**src/cpu_pkg.sv**
```systemverilog
`default_nettype none

package cpu_pkg;

    // Byte width shared by data, addresses and instructions
    localparam int DATA_W = 8;

    typedef logic [DATA_W-1:0] word_t;

    // Bus address driven whenever no load or store is in flight
    localparam word_t RESET_BUS_ADDR = 8'hFF;

    // ROM locations holding the thread start addresses
    localparam word_t IRQ_VECTOR_A = 8'hFF;
    localparam word_t IRQ_VECTOR_B = 8'hFE;

    // High nibble marking a load as an immediate load
    localparam logic [3:0] IMM_MARK = 4'hF;

    // Low nibble of an instruction byte.
    // Bit 0 picks register B for the load, store and math pairs.
    typedef enum logic [3:0] {
        INSTR_LOAD_A  = 4'h0,
        INSTR_LOAD_B  = 4'h1,
        INSTR_STORE_A = 4'h2,
        INSTR_STORE_B = 4'h3,
        INSTR_MATH_A  = 4'h4,
        INSTR_MATH_B  = 4'h5,
        INSTR_BRANCH  = 4'h6,
        INSTR_GOTO    = 4'h7,
        INSTR_IDLE    = 4'h8,
        INSTR_CALL    = 4'h9,
        INSTR_RETURN  = 4'hA
    } instr_e;

    // High nibble of a math or branch instruction
    typedef enum logic [3:0] {
        ALU_ADD   = 4'h0,
        ALU_SUB   = 4'h1,
        ALU_AND   = 4'h2,
        ALU_OR    = 4'h3,
        ALU_XOR   = 4'h4,
        ALU_SHL_A = 4'h5,
        ALU_SHR_A = 4'h6,
        ALU_INC_A = 4'h7,
        ALU_INC_B = 4'h8,
        ALU_DEC_A = 4'h9,
        ALU_DEC_B = 4'hA,
        ALU_EQ    = 4'hB,
        ALU_GT    = 4'hC,
        ALU_LT    = 4'hD,
        ALU_INV_A = 4'hE
    } alu_op_e;

    // Control FSM states
    typedef enum logic [4:0] {
        ST_IDLE          = 5'h00,
        ST_THREAD_ACK    = 5'h01,
        ST_THREAD_VECTOR = 5'h02,
        ST_FETCH         = 5'h03,
        ST_CHOOSE_OP     = 5'h04,
        ST_LOAD_ADDR     = 5'h05,
        ST_LOAD_WAIT     = 5'h06,
        ST_LOAD_DATA     = 5'h07,
        ST_IMMEDIATE     = 5'h08,
        ST_STORE         = 5'h09,
        ST_MATH          = 5'h0A,
        ST_BRANCH_CHECK  = 5'h0B,
        ST_BRANCH_TAKEN  = 5'h0C,
        ST_GOTO          = 5'h0D,
        ST_CALL          = 5'h0E,
        ST_RETURN        = 5'h0F
    } state_e;

    // Program counter commands
    typedef enum logic [2:0] {
        PC_HOLD         = 3'd0,
        PC_PLUS_ONE     = 3'd1,
        PC_PLUS_TWO     = 3'd2,
        PC_LOAD_ROM     = 3'd3,
        PC_LOAD_CONTEXT = 3'd4,
        PC_VECTOR_A     = 3'd5,
        PC_VECTOR_B     = 3'd6
    } pc_op_e;

    // Datapath commands
    typedef enum logic [2:0] {
        DP_NONE     = 3'd0,
        DP_ADDR_ROM = 3'd1,
        DP_LOAD_BUS = 3'd2,
        DP_LOAD_IMM = 3'd3,
        DP_STORE    = 3'd4,
        DP_ALU      = 3'd5
    } dp_op_e;

endpackage

`default_nettype wire

```
**src/cpu_alu.sv**
```systemverilog
`timescale 1ns/100ps
`default_nettype none

module cpu_alu (
    input  logic             CLK,
    input  logic             RESET,
    input  cpu_pkg::word_t   reg_a,
    input  cpu_pkg::word_t   reg_b,
    input  cpu_pkg::alu_op_e alu_op,
    output cpu_pkg::word_t   result
);

    cpu_pkg::word_t next_result;

    always_comb begin
        case (alu_op)
            cpu_pkg::ALU_ADD:   next_result = reg_a + reg_b;
            cpu_pkg::ALU_SUB:   next_result = reg_a - reg_b;
            cpu_pkg::ALU_AND:   next_result = reg_a & reg_b;
            cpu_pkg::ALU_OR:    next_result = reg_a | reg_b;
            cpu_pkg::ALU_XOR:   next_result = reg_a ^ reg_b;
            // Logical shifts by one, zero fill
            cpu_pkg::ALU_SHL_A: next_result = reg_a << 1;
            cpu_pkg::ALU_SHR_A: next_result = reg_a >> 1;
            cpu_pkg::ALU_INC_A: next_result = reg_a + 8'd1;
            cpu_pkg::ALU_INC_B: next_result = reg_b + 8'd1;
            cpu_pkg::ALU_DEC_A: next_result = reg_a - 8'd1;
            cpu_pkg::ALU_DEC_B: next_result = reg_b - 8'd1;
            // Compares give 1 or 0, read by the branch check
            cpu_pkg::ALU_EQ:    next_result = cpu_pkg::word_t'(reg_a == reg_b);
            cpu_pkg::ALU_GT:    next_result = cpu_pkg::word_t'(reg_a > reg_b);
            cpu_pkg::ALU_LT:    next_result = cpu_pkg::word_t'(reg_a < reg_b);
            cpu_pkg::ALU_INV_A: next_result = ~reg_a;
            // Nibble F has no operation
            default:            next_result = '0;
        endcase
    end

    // Valid one cycle after the opcode shows on the ROM output
    always_ff @(posedge CLK) begin
        if (RESET) begin
            result <= '0;
        end else begin
            result <= next_result;
        end
    end

endmodule

`default_nettype wire

```
**src/cpu_pc_unit.sv**
```systemverilog
`timescale 1ns/100ps
`default_nettype none

module cpu_pc_unit (
    input  logic            CLK,
    input  logic            RESET,
    input  cpu_pkg::pc_op_e pc_op,
    input  logic            offset_step,
    input  logic            save_context,
    input  cpu_pkg::word_t  rom_data,
    output cpu_pkg::word_t  rom_address
);

    cpu_pkg::word_t pc;
    cpu_pkg::word_t next_pc;
    cpu_pkg::word_t ret_addr;
    // Fetch offset of zero or one
    logic           offset;

    always_comb begin
        case (pc_op)
            cpu_pkg::PC_PLUS_ONE:     next_pc = pc + 8'd1;
            cpu_pkg::PC_PLUS_TWO:     next_pc = pc + 8'd2;
            // Jump target or thread start taken straight off the ROM
            cpu_pkg::PC_LOAD_ROM:     next_pc = rom_data;
            cpu_pkg::PC_LOAD_CONTEXT: next_pc = ret_addr;
            cpu_pkg::PC_VECTOR_A:     next_pc = cpu_pkg::IRQ_VECTOR_A;
            cpu_pkg::PC_VECTOR_B:     next_pc = cpu_pkg::IRQ_VECTOR_B;
            default:                  next_pc = pc;
        endcase
    end

    always_ff @(posedge CLK) begin
        if (RESET) begin
            pc       <= '0;
            offset   <= 1'b0;
            ret_addr <= '0;
        end else begin
            pc <= next_pc;
            // Falls back to zero unless stepped
            offset <= offset_step;
            // Return lands after the two-byte call
            if (save_context) begin
                ret_addr <= pc + 8'd2;
            end
        end
    end

    // Offset reaches the operand byte of the current instruction
    assign rom_address = pc + cpu_pkg::word_t'(offset);

endmodule

`default_nettype wire

```
**src/cpu_datapath.sv**
```systemverilog
`timescale 1ns/100ps
`default_nettype none

module cpu_datapath (
    input  logic            CLK,
    input  logic            RESET,
    input  cpu_pkg::dp_op_e dp_op,
    input  logic            use_b,
    input  cpu_pkg::word_t  rom_data,
    input  cpu_pkg::word_t  bus_data_in,
    input  cpu_pkg::word_t  alu_result,
    output cpu_pkg::word_t  reg_a,
    output cpu_pkg::word_t  reg_b,
    output cpu_pkg::word_t  bus_addr,
    output cpu_pkg::word_t  bus_data_out,
    output logic            bus_we
);

    cpu_pkg::word_t load_value;
    logic           load_en;

    // Source for a register write
    always_comb begin
        load_en = 1'b1;
        case (dp_op)
            cpu_pkg::DP_LOAD_BUS: load_value = bus_data_in;
            cpu_pkg::DP_LOAD_IMM: load_value = rom_data;
            cpu_pkg::DP_ALU:      load_value = alu_result;
            default: begin
                load_value = alu_result;
                load_en    = 1'b0;
            end
        endcase
    end

    // Registers A and B
    always_ff @(posedge CLK) begin
        if (RESET) begin
            reg_a <= '0;
            reg_b <= '0;
        end else if (load_en) begin
            if (use_b) begin
                reg_b <= load_value;
            end else begin
                reg_a <= load_value;
            end
        end
    end

    // Bus address parks at FF outside load and store cycles
    always_ff @(posedge CLK) begin
        if (RESET) begin
            bus_addr <= cpu_pkg::RESET_BUS_ADDR;
            bus_we   <= 1'b0;
        end else begin
            if ((dp_op == cpu_pkg::DP_ADDR_ROM) || (dp_op == cpu_pkg::DP_STORE)) begin
                bus_addr <= rom_data;
            end else begin
                bus_addr <= cpu_pkg::RESET_BUS_ADDR;
            end
            bus_we <= (dp_op == cpu_pkg::DP_STORE);
        end
    end

    // Store data, valid alongside the strobe
    always_ff @(posedge CLK) begin
        if (dp_op == cpu_pkg::DP_STORE) begin
            bus_data_out <= use_b ? reg_b : reg_a;
        end
    end

    // Write strobe is a single-cycle pulse
    a_we_pulse: assert property (@(posedge CLK) disable iff (RESET)
        bus_we |=> !bus_we);

endmodule

`default_nettype wire

```
**src/cpu_control.sv**
```systemverilog
`timescale 1ns/100ps
`default_nettype none

module cpu_control (
    input  logic            CLK,
    input  logic            RESET,
    input  cpu_pkg::word_t  rom_data,
    input  cpu_pkg::word_t  alu_result,
    input  logic [1:0]      irq_raise,
    output logic [1:0]      irq_ack,
    output cpu_pkg::pc_op_e pc_op,
    output logic            offset_step,
    output logic            save_context,
    output cpu_pkg::dp_op_e dp_op,
    output logic            use_b
);

    cpu_pkg::state_e state;
    cpu_pkg::state_e next_state;
    logic [1:0]      next_irq_ack;
    logic            sel_b;
    cpu_pkg::instr_e instr;
    logic            imm_load;

    // Decode fields of the instruction byte seen in choose-op
    assign instr    = cpu_pkg::instr_e'(rom_data[3:0]);
    assign imm_load = (rom_data[7:4] == cpu_pkg::IMM_MARK);
    assign use_b    = sel_b;

    always_ff @(posedge CLK) begin
        if (RESET) begin
            // Start through the fetch wait, so address 0 reaches choose-op
            state   <= cpu_pkg::ST_FETCH;
            irq_ack <= 2'b00;
            sel_b   <= 1'b0;
        end else begin
            state   <= next_state;
            irq_ack <= next_irq_ack;
            // Register pick is bit 0 of the instruction code
            if (state == cpu_pkg::ST_CHOOSE_OP) begin
                sel_b <= rom_data[0];
            end
        end
    end

    always_comb begin
        next_state   = state;
        next_irq_ack = 2'b00;
        pc_op        = cpu_pkg::PC_HOLD;
        offset_step  = 1'b0;
        save_context = 1'b0;
        dp_op        = cpu_pkg::DP_NONE;

        case (state)
            // Sleep until an interrupt, line 0 first
            cpu_pkg::ST_IDLE: begin
                if (irq_raise[0]) begin
                    next_state   = cpu_pkg::ST_THREAD_ACK;
                    next_irq_ack = 2'b01;
                    pc_op        = cpu_pkg::PC_VECTOR_A;
                end else if (irq_raise[1]) begin
                    next_state   = cpu_pkg::ST_THREAD_ACK;
                    next_irq_ack = 2'b10;
                    pc_op        = cpu_pkg::PC_VECTOR_B;
                end
            end
            // Vector address goes to the ROM
            cpu_pkg::ST_THREAD_ACK: begin
                next_state = cpu_pkg::ST_THREAD_VECTOR;
            end
            // Thread start address is on the ROM output
            cpu_pkg::ST_THREAD_VECTOR: begin
                pc_op      = cpu_pkg::PC_LOAD_ROM;
                next_state = cpu_pkg::ST_FETCH;
            end
            // New counter settles; offset set so choose-op already fetches the operand
            cpu_pkg::ST_FETCH: begin
                offset_step = 1'b1;
                next_state  = cpu_pkg::ST_CHOOSE_OP;
            end
            cpu_pkg::ST_CHOOSE_OP: begin
                offset_step = 1'b1;
                case (instr)
                    cpu_pkg::INSTR_LOAD_A,
                    cpu_pkg::INSTR_LOAD_B: begin
                        next_state = imm_load ? cpu_pkg::ST_IMMEDIATE
                                              : cpu_pkg::ST_LOAD_ADDR;
                    end
                    cpu_pkg::INSTR_STORE_A,
                    cpu_pkg::INSTR_STORE_B: next_state = cpu_pkg::ST_STORE;
                    cpu_pkg::INSTR_MATH_A,
                    cpu_pkg::INSTR_MATH_B:  next_state = cpu_pkg::ST_MATH;
                    cpu_pkg::INSTR_BRANCH:  next_state = cpu_pkg::ST_BRANCH_CHECK;
                    cpu_pkg::INSTR_GOTO:    next_state = cpu_pkg::ST_GOTO;
                    cpu_pkg::INSTR_CALL:    next_state = cpu_pkg::ST_CALL;
                    cpu_pkg::INSTR_RETURN:  next_state = cpu_pkg::ST_RETURN;
                    // Idle and unused codes both end the thread
                    default:                next_state = cpu_pkg::ST_IDLE;
                endcase
            end
            // Operand byte is the data address
            cpu_pkg::ST_LOAD_ADDR: begin
                dp_op      = cpu_pkg::DP_ADDR_ROM;
                pc_op      = cpu_pkg::PC_PLUS_TWO;
                next_state = cpu_pkg::ST_LOAD_WAIT;
            end
            // Address on the bus, memory samples it
            cpu_pkg::ST_LOAD_WAIT: begin
                next_state = cpu_pkg::ST_LOAD_DATA;
            end
            // Read data valid
            cpu_pkg::ST_LOAD_DATA: begin
                dp_op       = cpu_pkg::DP_LOAD_BUS;
                offset_step = 1'b1;
                next_state  = cpu_pkg::ST_CHOOSE_OP;
            end
            cpu_pkg::ST_IMMEDIATE: begin
                dp_op      = cpu_pkg::DP_LOAD_IMM;
                pc_op      = cpu_pkg::PC_PLUS_TWO;
                next_state = cpu_pkg::ST_FETCH;
            end
            // Strobe is registered, so it shows during the following fetch wait
            cpu_pkg::ST_STORE: begin
                dp_op      = cpu_pkg::DP_STORE;
                pc_op      = cpu_pkg::PC_PLUS_TWO;
                next_state = cpu_pkg::ST_FETCH;
            end
            // ALU result from the choose-op opcode
            cpu_pkg::ST_MATH: begin
                dp_op      = cpu_pkg::DP_ALU;
                pc_op      = cpu_pkg::PC_PLUS_ONE;
                next_state = cpu_pkg::ST_FETCH;
            end
            // Compare result of 1 takes the branch
            cpu_pkg::ST_BRANCH_CHECK: begin
                if (alu_result == 8'h01) begin
                    next_state = cpu_pkg::ST_BRANCH_TAKEN;
                end else begin
                    pc_op      = cpu_pkg::PC_PLUS_TWO;
                    next_state = cpu_pkg::ST_FETCH;
                end
            end
            // Target byte is on the ROM output
            cpu_pkg::ST_BRANCH_TAKEN: begin
                pc_op      = cpu_pkg::PC_LOAD_ROM;
                next_state = cpu_pkg::ST_FETCH;
            end
            cpu_pkg::ST_GOTO: begin
                next_state = cpu_pkg::ST_BRANCH_TAKEN;
            end
            // Remember the instruction after the call, then jump
            cpu_pkg::ST_CALL: begin
                save_context = 1'b1;
                next_state   = cpu_pkg::ST_BRANCH_TAKEN;
            end
            cpu_pkg::ST_RETURN: begin
                pc_op      = cpu_pkg::PC_LOAD_CONTEXT;
                next_state = cpu_pkg::ST_FETCH;
            end
            default: begin
                next_state = cpu_pkg::ST_FETCH;
            end
        endcase
    end

    // At most one line acknowledged at a time
    a_ack_onehot: assert property (@(posedge CLK) disable iff (RESET)
        $onehot0(irq_ack));

    // Ack only ever follows an idle cycle
    a_ack_from_idle: assert property (@(posedge CLK) disable iff (RESET)
        (irq_ack != 2'b00) |-> ($past(state) == cpu_pkg::ST_IDLE));

endmodule

`default_nettype wire

```
**src/cpu_top.sv**
```systemverilog
`timescale 1ns/100ps
`default_nettype none

module cpu_top (
    input  logic           CLK,
    input  logic           RESET,
    // Data bus, split into separate in and out bytes
    input  cpu_pkg::word_t bus_data_in,
    output cpu_pkg::word_t bus_data_out,
    output cpu_pkg::word_t bus_addr,
    output logic           bus_we,
    // Program ROM
    output cpu_pkg::word_t rom_address,
    input  cpu_pkg::word_t rom_data,
    // Interrupt lines, line 0 has priority
    input  logic [1:0]     irq_raise,
    output logic [1:0]     irq_ack
);

    cpu_pkg::pc_op_e pc_op;
    logic            offset_step;
    logic            save_context;
    cpu_pkg::dp_op_e dp_op;
    logic            use_b;
    cpu_pkg::word_t  reg_a;
    cpu_pkg::word_t  reg_b;
    cpu_pkg::word_t  alu_result;

    // Instruction sequencing and interrupt handling
    cpu_control cpu_control_i (
        .CLK          (CLK),
        .RESET        (RESET),
        .rom_data     (rom_data),
        .alu_result   (alu_result),
        .irq_raise    (irq_raise),
        .irq_ack      (irq_ack),
        .pc_op        (pc_op),
        .offset_step  (offset_step),
        .save_context (save_context),
        .dp_op        (dp_op),
        .use_b        (use_b)
    );

    // Fetch address generation
    cpu_pc_unit cpu_pc_unit_i (
        .CLK          (CLK),
        .RESET        (RESET),
        .pc_op        (pc_op),
        .offset_step  (offset_step),
        .save_context (save_context),
        .rom_data     (rom_data),
        .rom_address  (rom_address)
    );

    // Registers A and B plus bus outputs
    cpu_datapath cpu_datapath_i (
        .CLK          (CLK),
        .RESET        (RESET),
        .dp_op        (dp_op),
        .use_b        (use_b),
        .rom_data     (rom_data),
        .bus_data_in  (bus_data_in),
        .alu_result   (alu_result),
        .reg_a        (reg_a),
        .reg_b        (reg_b),
        .bus_addr     (bus_addr),
        .bus_data_out (bus_data_out),
        .bus_we       (bus_we)
    );

    // Opcode is the high nibble of the byte currently on the ROM output
    cpu_alu cpu_alu_i (
        .CLK    (CLK),
        .RESET  (RESET),
        .reg_a  (reg_a),
        .reg_b  (reg_b),
        .alu_op (cpu_pkg::alu_op_e'(rom_data[7:4])),
        .result (alu_result)
    );

endmodule

`default_nettype wire

```
**config.mk**
```make
export PLATFORM = sky130hd
export DESIGN_NAME = cpu_top
export DESIGN_NICKNAME = d
export VERILOG_FILES = /design/src/cpu_pkg.sv /design/src/cpu_alu.sv /design/src/cpu_pc_unit.sv /design/src/cpu_datapath.sv /design/src/cpu_control.sv /design/src/cpu_top.sv
export SDC_FILE = /design/constraint.sdc
export NUM_CORES = 1
export LEC_CHECK = 0
export ABC_AREA = 0
export BUFFER_PORTS_ARGS = -buffer_cell sky130_fd_sc_hd__buf_4
export CAP_MARGIN = 20
export CORE_ASPECT_RATIO = 1.5
export CORE_MARGIN = 5
export CORE_UTILIZATION = 61
export CTS_CLUSTER_DIAMETER = 150
export DETAILED_ROUTE_END_ITERATION = 10
export PLACE_DENSITY = 0.81
export SLEW_MARGIN = 20
export SYNTH_ARGS = -nofsm -noshare
export SYNTH_HDL_FRONTEND = slang
export SYNTH_HIERARCHICAL = 1
export SYNTH_SLANG_ARGS = --single-unit
export TNS_END_PERCENT = 1
```
**constraint.sdc**
```tcl
create_clock -name CLK -period 3.25 [get_ports CLK]
set_input_delay 0.1625 -clock CLK [delete_from_list [all_inputs] [get_ports CLK]]
set_output_delay 0.1625 -clock CLK [all_outputs]
set_load 0.01 [all_outputs]
```
## Word level (Yosys, flattened, before mapping)

Cells that the tools add are included.

- $add $sub $neg: 9
- $lt $le $gt $ge: 2
- Eq/ne operators: 53
- Muxes and demuxes: 20
- Bitwise gates (word level): 7
- Reductions and logical operators: 19

Operators by type and width:

| kind | number |
|---|---|
| $pmux 8 s15 | 1 |
| $pmux 8 s6 | 1 |
| $eq 4x4->1 const B | 10 |
| $eq 5x4->1 const B | 8 |
| $pmux 5 s8 | 1 |
| $pmux 5 s7 | 1 |
| $eq 4x3->1 const B | 8 |
| $add 8x1->8 const B | 3 |
| $eq 5x3->1 const B | 4 |
| $pmux 3 s6 | 1 |
| $eq 4x2->1 const B | 4 |
| $pmux 8 s2 | 1 |
| $reduce_or 2->1 | 8 |
| $sub 8x1->8 const B | 2 |
| $eq 3x3->1 const B | 5 |
| $pmux 3 s5 | 1 |
| $eq 3x2->1 const B | 4 |
| $reduce_or 3->1 | 4 |
| $eq 5x2->1 const B | 2 |
| $mux 5 | 2 |
| $add 8x1->8 | 1 |
| $add 8x2->8 const B | 1 |
| $add 8x8->8 | 1 |
| $and 8x8->8 | 1 |
| 23 further kinds | 35 |

- Bits in registers: 66
- Input port bits: 20
- Output and inout port bits: 27
- Logic and storage cells: 123

## Longest topological paths before layout

- Word-level depth: 6
- Depth in mapped cells: 12
- Depth with buffers taken out: 12

## Modules after synthesis

The synthesis kept the hierarchy.

By module, submodules not included:

| module | instances | cells an instance | area an instance (sq um) | seq. area each (sq um) |
|---|---|---|---|---|
| cpu_alu | 1 | 305 | 2,220.9 | 160.2 |
| cpu_datapath | 1 | 100 | 1,350.0 | 740.7 |
| cpu_pc_unit | 1 | 159 | 1,236.2 | 340.3 |
| cpu_control | 1 | 92 | 718.2 | 140.1 |

## Least setup slack after synthesis

OpenSTA, ideal clock, no wires.

- Kind: input port to flip-flop
- Start: input port rom_data[6]
- End: register cpu_alu_i.result[7]
- Setup time: 140 ps
- Data arrival time: 2,612 ps
- Required time: 3,110 ps
- Path slack: 499 ps
- Cell stages on the path: 9
- Buffers on the path: 1
- Cell sequence: buf_2 nor3_1 ha_1 and3_1 a2111oi_1 a21oi_1 or3_1 nand3_1 a31oi_1

- Word-level cells in the longest chain between the ends: 2
- Elaborated cells on any way between the ends: 16
- Classes of those cells: 14 x eq/ne; 1 x mux; 1 x reduce/logical

RTL lines:

| item | line | text |
|---|---|---|
| start: declaration | cpu_top.sv:14 | `input cpu_pkg::word_t rom_data,` |
| $eq 4x4->1 (tied with other cells) | cpu_alu.sv:16 | `case (alu_op)` |
| $pmux 8 s15 (*) | cpu_alu.sv:16 |  |
| end signal: assignment | cpu_alu.sv:44 | `result <= next_result;` |
| end: declaration | cpu_alu.sv:10 | `output cpu_pkg::word_t result` |

Every way passes the cells marked *; elsewhere a longest branch is shown, timed or not.
A chain may end at the register's enable or synchronous reset.

## Worst setup path after layout

- Start: register cpu_datapath_i.reg_a[1]
- End: register cpu_alu_i.result[6]

- Word-level cells in the longest chain between the ends: 2
- Elaborated cells on any way between the ends: 5
- Classes of those cells: 4 x add/sub; 1 x mux

RTL lines:

| item | line | text |
|---|---|---|
| start: declaration | cpu_datapath.sv:12 | `output cpu_pkg::word_t reg_a,` |
| start signal: assignment | cpu_datapath.sv:45 | `reg_a <= load_value;` |
| $sub 8x1->8 (tied with other cells) | cpu_alu.sv:27 | `cpu_pkg::ALU_DEC_A: next_result = reg_a - 8'd1;` |
| $pmux 8 s15 (*) | cpu_alu.sv:16 |  |

Marked as above.

==> impl_metrics.ini <==
[synth]
syn-num-nets = 722
ys_ff_latch = 65
synthArstFlopShare_pct = 0
synth_ff_type = dfxtp_1
ys_types = 92
ys_warn_count = 6
synth_seq_area_share_pct = 25.00
synth_edf_count = 8
synth_area_leader_cell = dfxtp_1
synth_area_sq_mm = 0.005525
syn_area_per_cell_sq_um = 8.423
netlist_instances = 656
synthTopCellsByArea = dfxtp_1 21%, ha_1 9.7%, edfxtp_1 4.3%, mux2_2 3.5%, nor2_1 3.4%
synth.top_cell.area_share_pct = 20.65

[timing]
hold_violations = 0
finClkSkew_ns = 0.004605
postLayoutSetupSlackWorst_ns = 0.3826
maxSlewHeadroom_pct = 35.17
grt_setup_unrepaired = no
period_share_pct = 88.23
slew_viol_final = 0
setup_viol = 0
tns_ns = 0
min_period_ns = 2.867
worst_slew_pin_slew_ns = 0.9651
clock.fmax_ghz = 0.3487
holdWs_ns = 0.02767

[cts]
cts_sinks = 65
cts.repair.resized = 0
post-cts-setup-buffers = 0
numCtsBuffers = 9
htreeDepth = 3
cts_tree = built
cts_root_buf = clkbuf_16
cts_max_path_buffers = 2
clk_pin_slew_ns = 0.05
hold_buffers = 0
clock_latency_ns = 0.33

[detailed_routing]
drt-wirelength-per-cell_um = 22.26
route.vias.total = 5456
drcViolationCount = 0
drt_pass1_iterations = 6
routed_via_density = 6.686
antenna_left = 0
routed_wl_um = 18160
drt_iter0_drc = 449

[floorplanning]
core-area_sq_mm = 0.008828
initial_utilization_pct = 62.59
io_pins = 47
rows = 42
die_w_um = 87.71
die_y_um = 126.6
die_area_sq_mm = 0.01110

[finish]
layout_commonest_cell = buf_4
drive_gt1_share_pct = 16.57
fillers = 701
layout_common_cells = 67 x buf_4, 57 x dfxtp_1, 50 x nor2_1
diodes = 0
layout.nets = 767
area_growth_pct = 13.04
design_area_sq_mm = 0.006246

[critical_path]
arrival_ns = 3.05
critical_path.cell_chain = inv_1, ha_1, o21ai_0, fa_1, a211oi_1, o21bai_1, a21oi_1, xnor2_1, a221oi_1, a21oi_1
startpoint_type = register
slowest_delay_ns = 0.53
worstRegToRegCells = 10
cp.required_ns = 3.44
worstSetupPathType = register to register
cp_common_cell = a21oi_1
critPathMaxFanout = 9
endpoint_kind = register
worst_path_max_delay_cell = dfxtp_1

[placement]
io_buffers = 46
gp_congestion = 1.162
pre_cts_slack_ns = 0.3939
hpwl_um = 13450
dpl_cell_area_sq_mm = 0.005992

[grt]
antenna_found_initial = 0
overflow = 0
groute.usage.overall_pct = 33.13
grt_max_degree = 32
grt_pass1_vias = 5381
grt_pass1_wl_um = 28370

[power]
power_density_mw_per_mm2 = 468.5
leakagePower_nw = 2.394
ir_worst_vdd_v = 0.0004496
finalPower_mw = 2.926

[min_path]
hold_class = primary input to register
hold_path_depth = 2

[run_status]
status = finished, final reports clean

[run]
maxCapViolCount = 0
-- state kept, by name, summed over array words and instances, names as in the netlist --
| register | count |
|---|---|
| cpu_pc_unit_i/ret_addr | 8 |
| cpu_datapath_i/bus_data_out | 8 |
| cpu_pc_unit_i/pc | 8 |
| cpu_datapath_i/reg_b | 8 |
| cpu_datapath_i/bus_we | 1 |
| cpu_control_i/use_b | 1 |
| cpu_datapath_i/bus_addr | 8 |
| cpu_alu_i/result | 8 |
| cpu_pc_unit_i/offset | 1 |
| cpu_control_i/irq_ack | 2 |
| cpu_datapath_i/reg_a | 8 |
| cpu_control_i/state | 4 |
-- power by group --
part           switching [mW]  internal, mW
Sequential              0.138         0.876
Clock                   0.334         0.502
Combinational           0.603         0.475
Total                    1.07          1.85
-- per-stage QoR --
step                utilization, %  instances
finish                       70.75        816
global route                 70.75        816
CTS                          70.75        816
detailed placement           67.87        800
global placement             67.87        800
floorplan                        -        656
-- Yosys cell counts, types with 12 or more instances --
| cell type | count |
|---|---|
| a211oi_1 | 14 |
| a21oi_1 | 36 |
| dfxtp_1 | 57 |
| ha_1 | 43 |
| inv_1 | 36 |
| mux2_2 | 17 |
| mux2i_1 | 17 |
| nand2_1 | 38 |
| nand3_1 | 18 |
| nor2_1 | 50 |
| nor2b_1 | 14 |
| nor3_1 | 13 |
| o21ai_0 | 26 |
| o2bb2ai_1 | 20 |
| xnor2_1 | 19 |
| xor2_1 | 12 |
-- layout make-up --
class | count | area [sq um] | share of cell area, %
clock buffer | 10 | 229.0 | 3.666
clock inverter | 6 | 25.02 | 0.4006
multi-input combinational | 522 | 3835 | 61.40
inverter | 36 | 135.1 | 2.163
tap | 110 | 137.6 | 2.204
timing repair buffer | 67 | 503.0 | 8.053
sequential | 65 | 1381 | 22.12
-- path summary, 6_finish.rpt --
| path | start | endpoint | slack, ns |
|---|---|---|---|
| worst max-delay path | cpu_datapath_i/reg_a[1] | cpu_alu_i/result[6] | 0.38 |
| worst min-delay path | irq_raise[0] | cpu_control_i/irq_ack[1] | 0.03 |
| worst max register to register | cpu_datapath_i/reg_a[1] | cpu_alu_i/result[6] | 0.38 |
| worst min register to register | cpu_pc_unit_i/ret_addr[0] | cpu_pc_unit_i/ret_addr[0] | 0.50 |
-- cells by family after synthesis --
kind of cell | count (synthesis) | synth area share (%)
buffers and inverters | 69 | 5.593
AOI/OAI and AO/OA | 193 | 24.89
and+or+nand+nor | 218 | 22.24
DFF | 65 | 25.00
xor gates and xnor gates | 31 | 4.914
adders and majority gates | 46 | 10.82
muxes | 34 | 6.544
-- per-layer routing --
layer	global-route usage [%]	share of wire, %
met5	0	0
met4	21.41	6.8
met3	6.489	7.1
met2	57.28	51
met1	35.78	35
-- worst max-delay path, delay by kind of cell, from the launching register on --
family	cells	cell delay (ns)
XOR/XNOR	1	0.10
AO/OA/AOI/OAI	6	1.05
buffers and inverters	1	0.22
adder cells (fa/ha/maj)	2	0.81
flip-flops	1	0.53
Note: power is estimated with default switching activity, not from simulation.
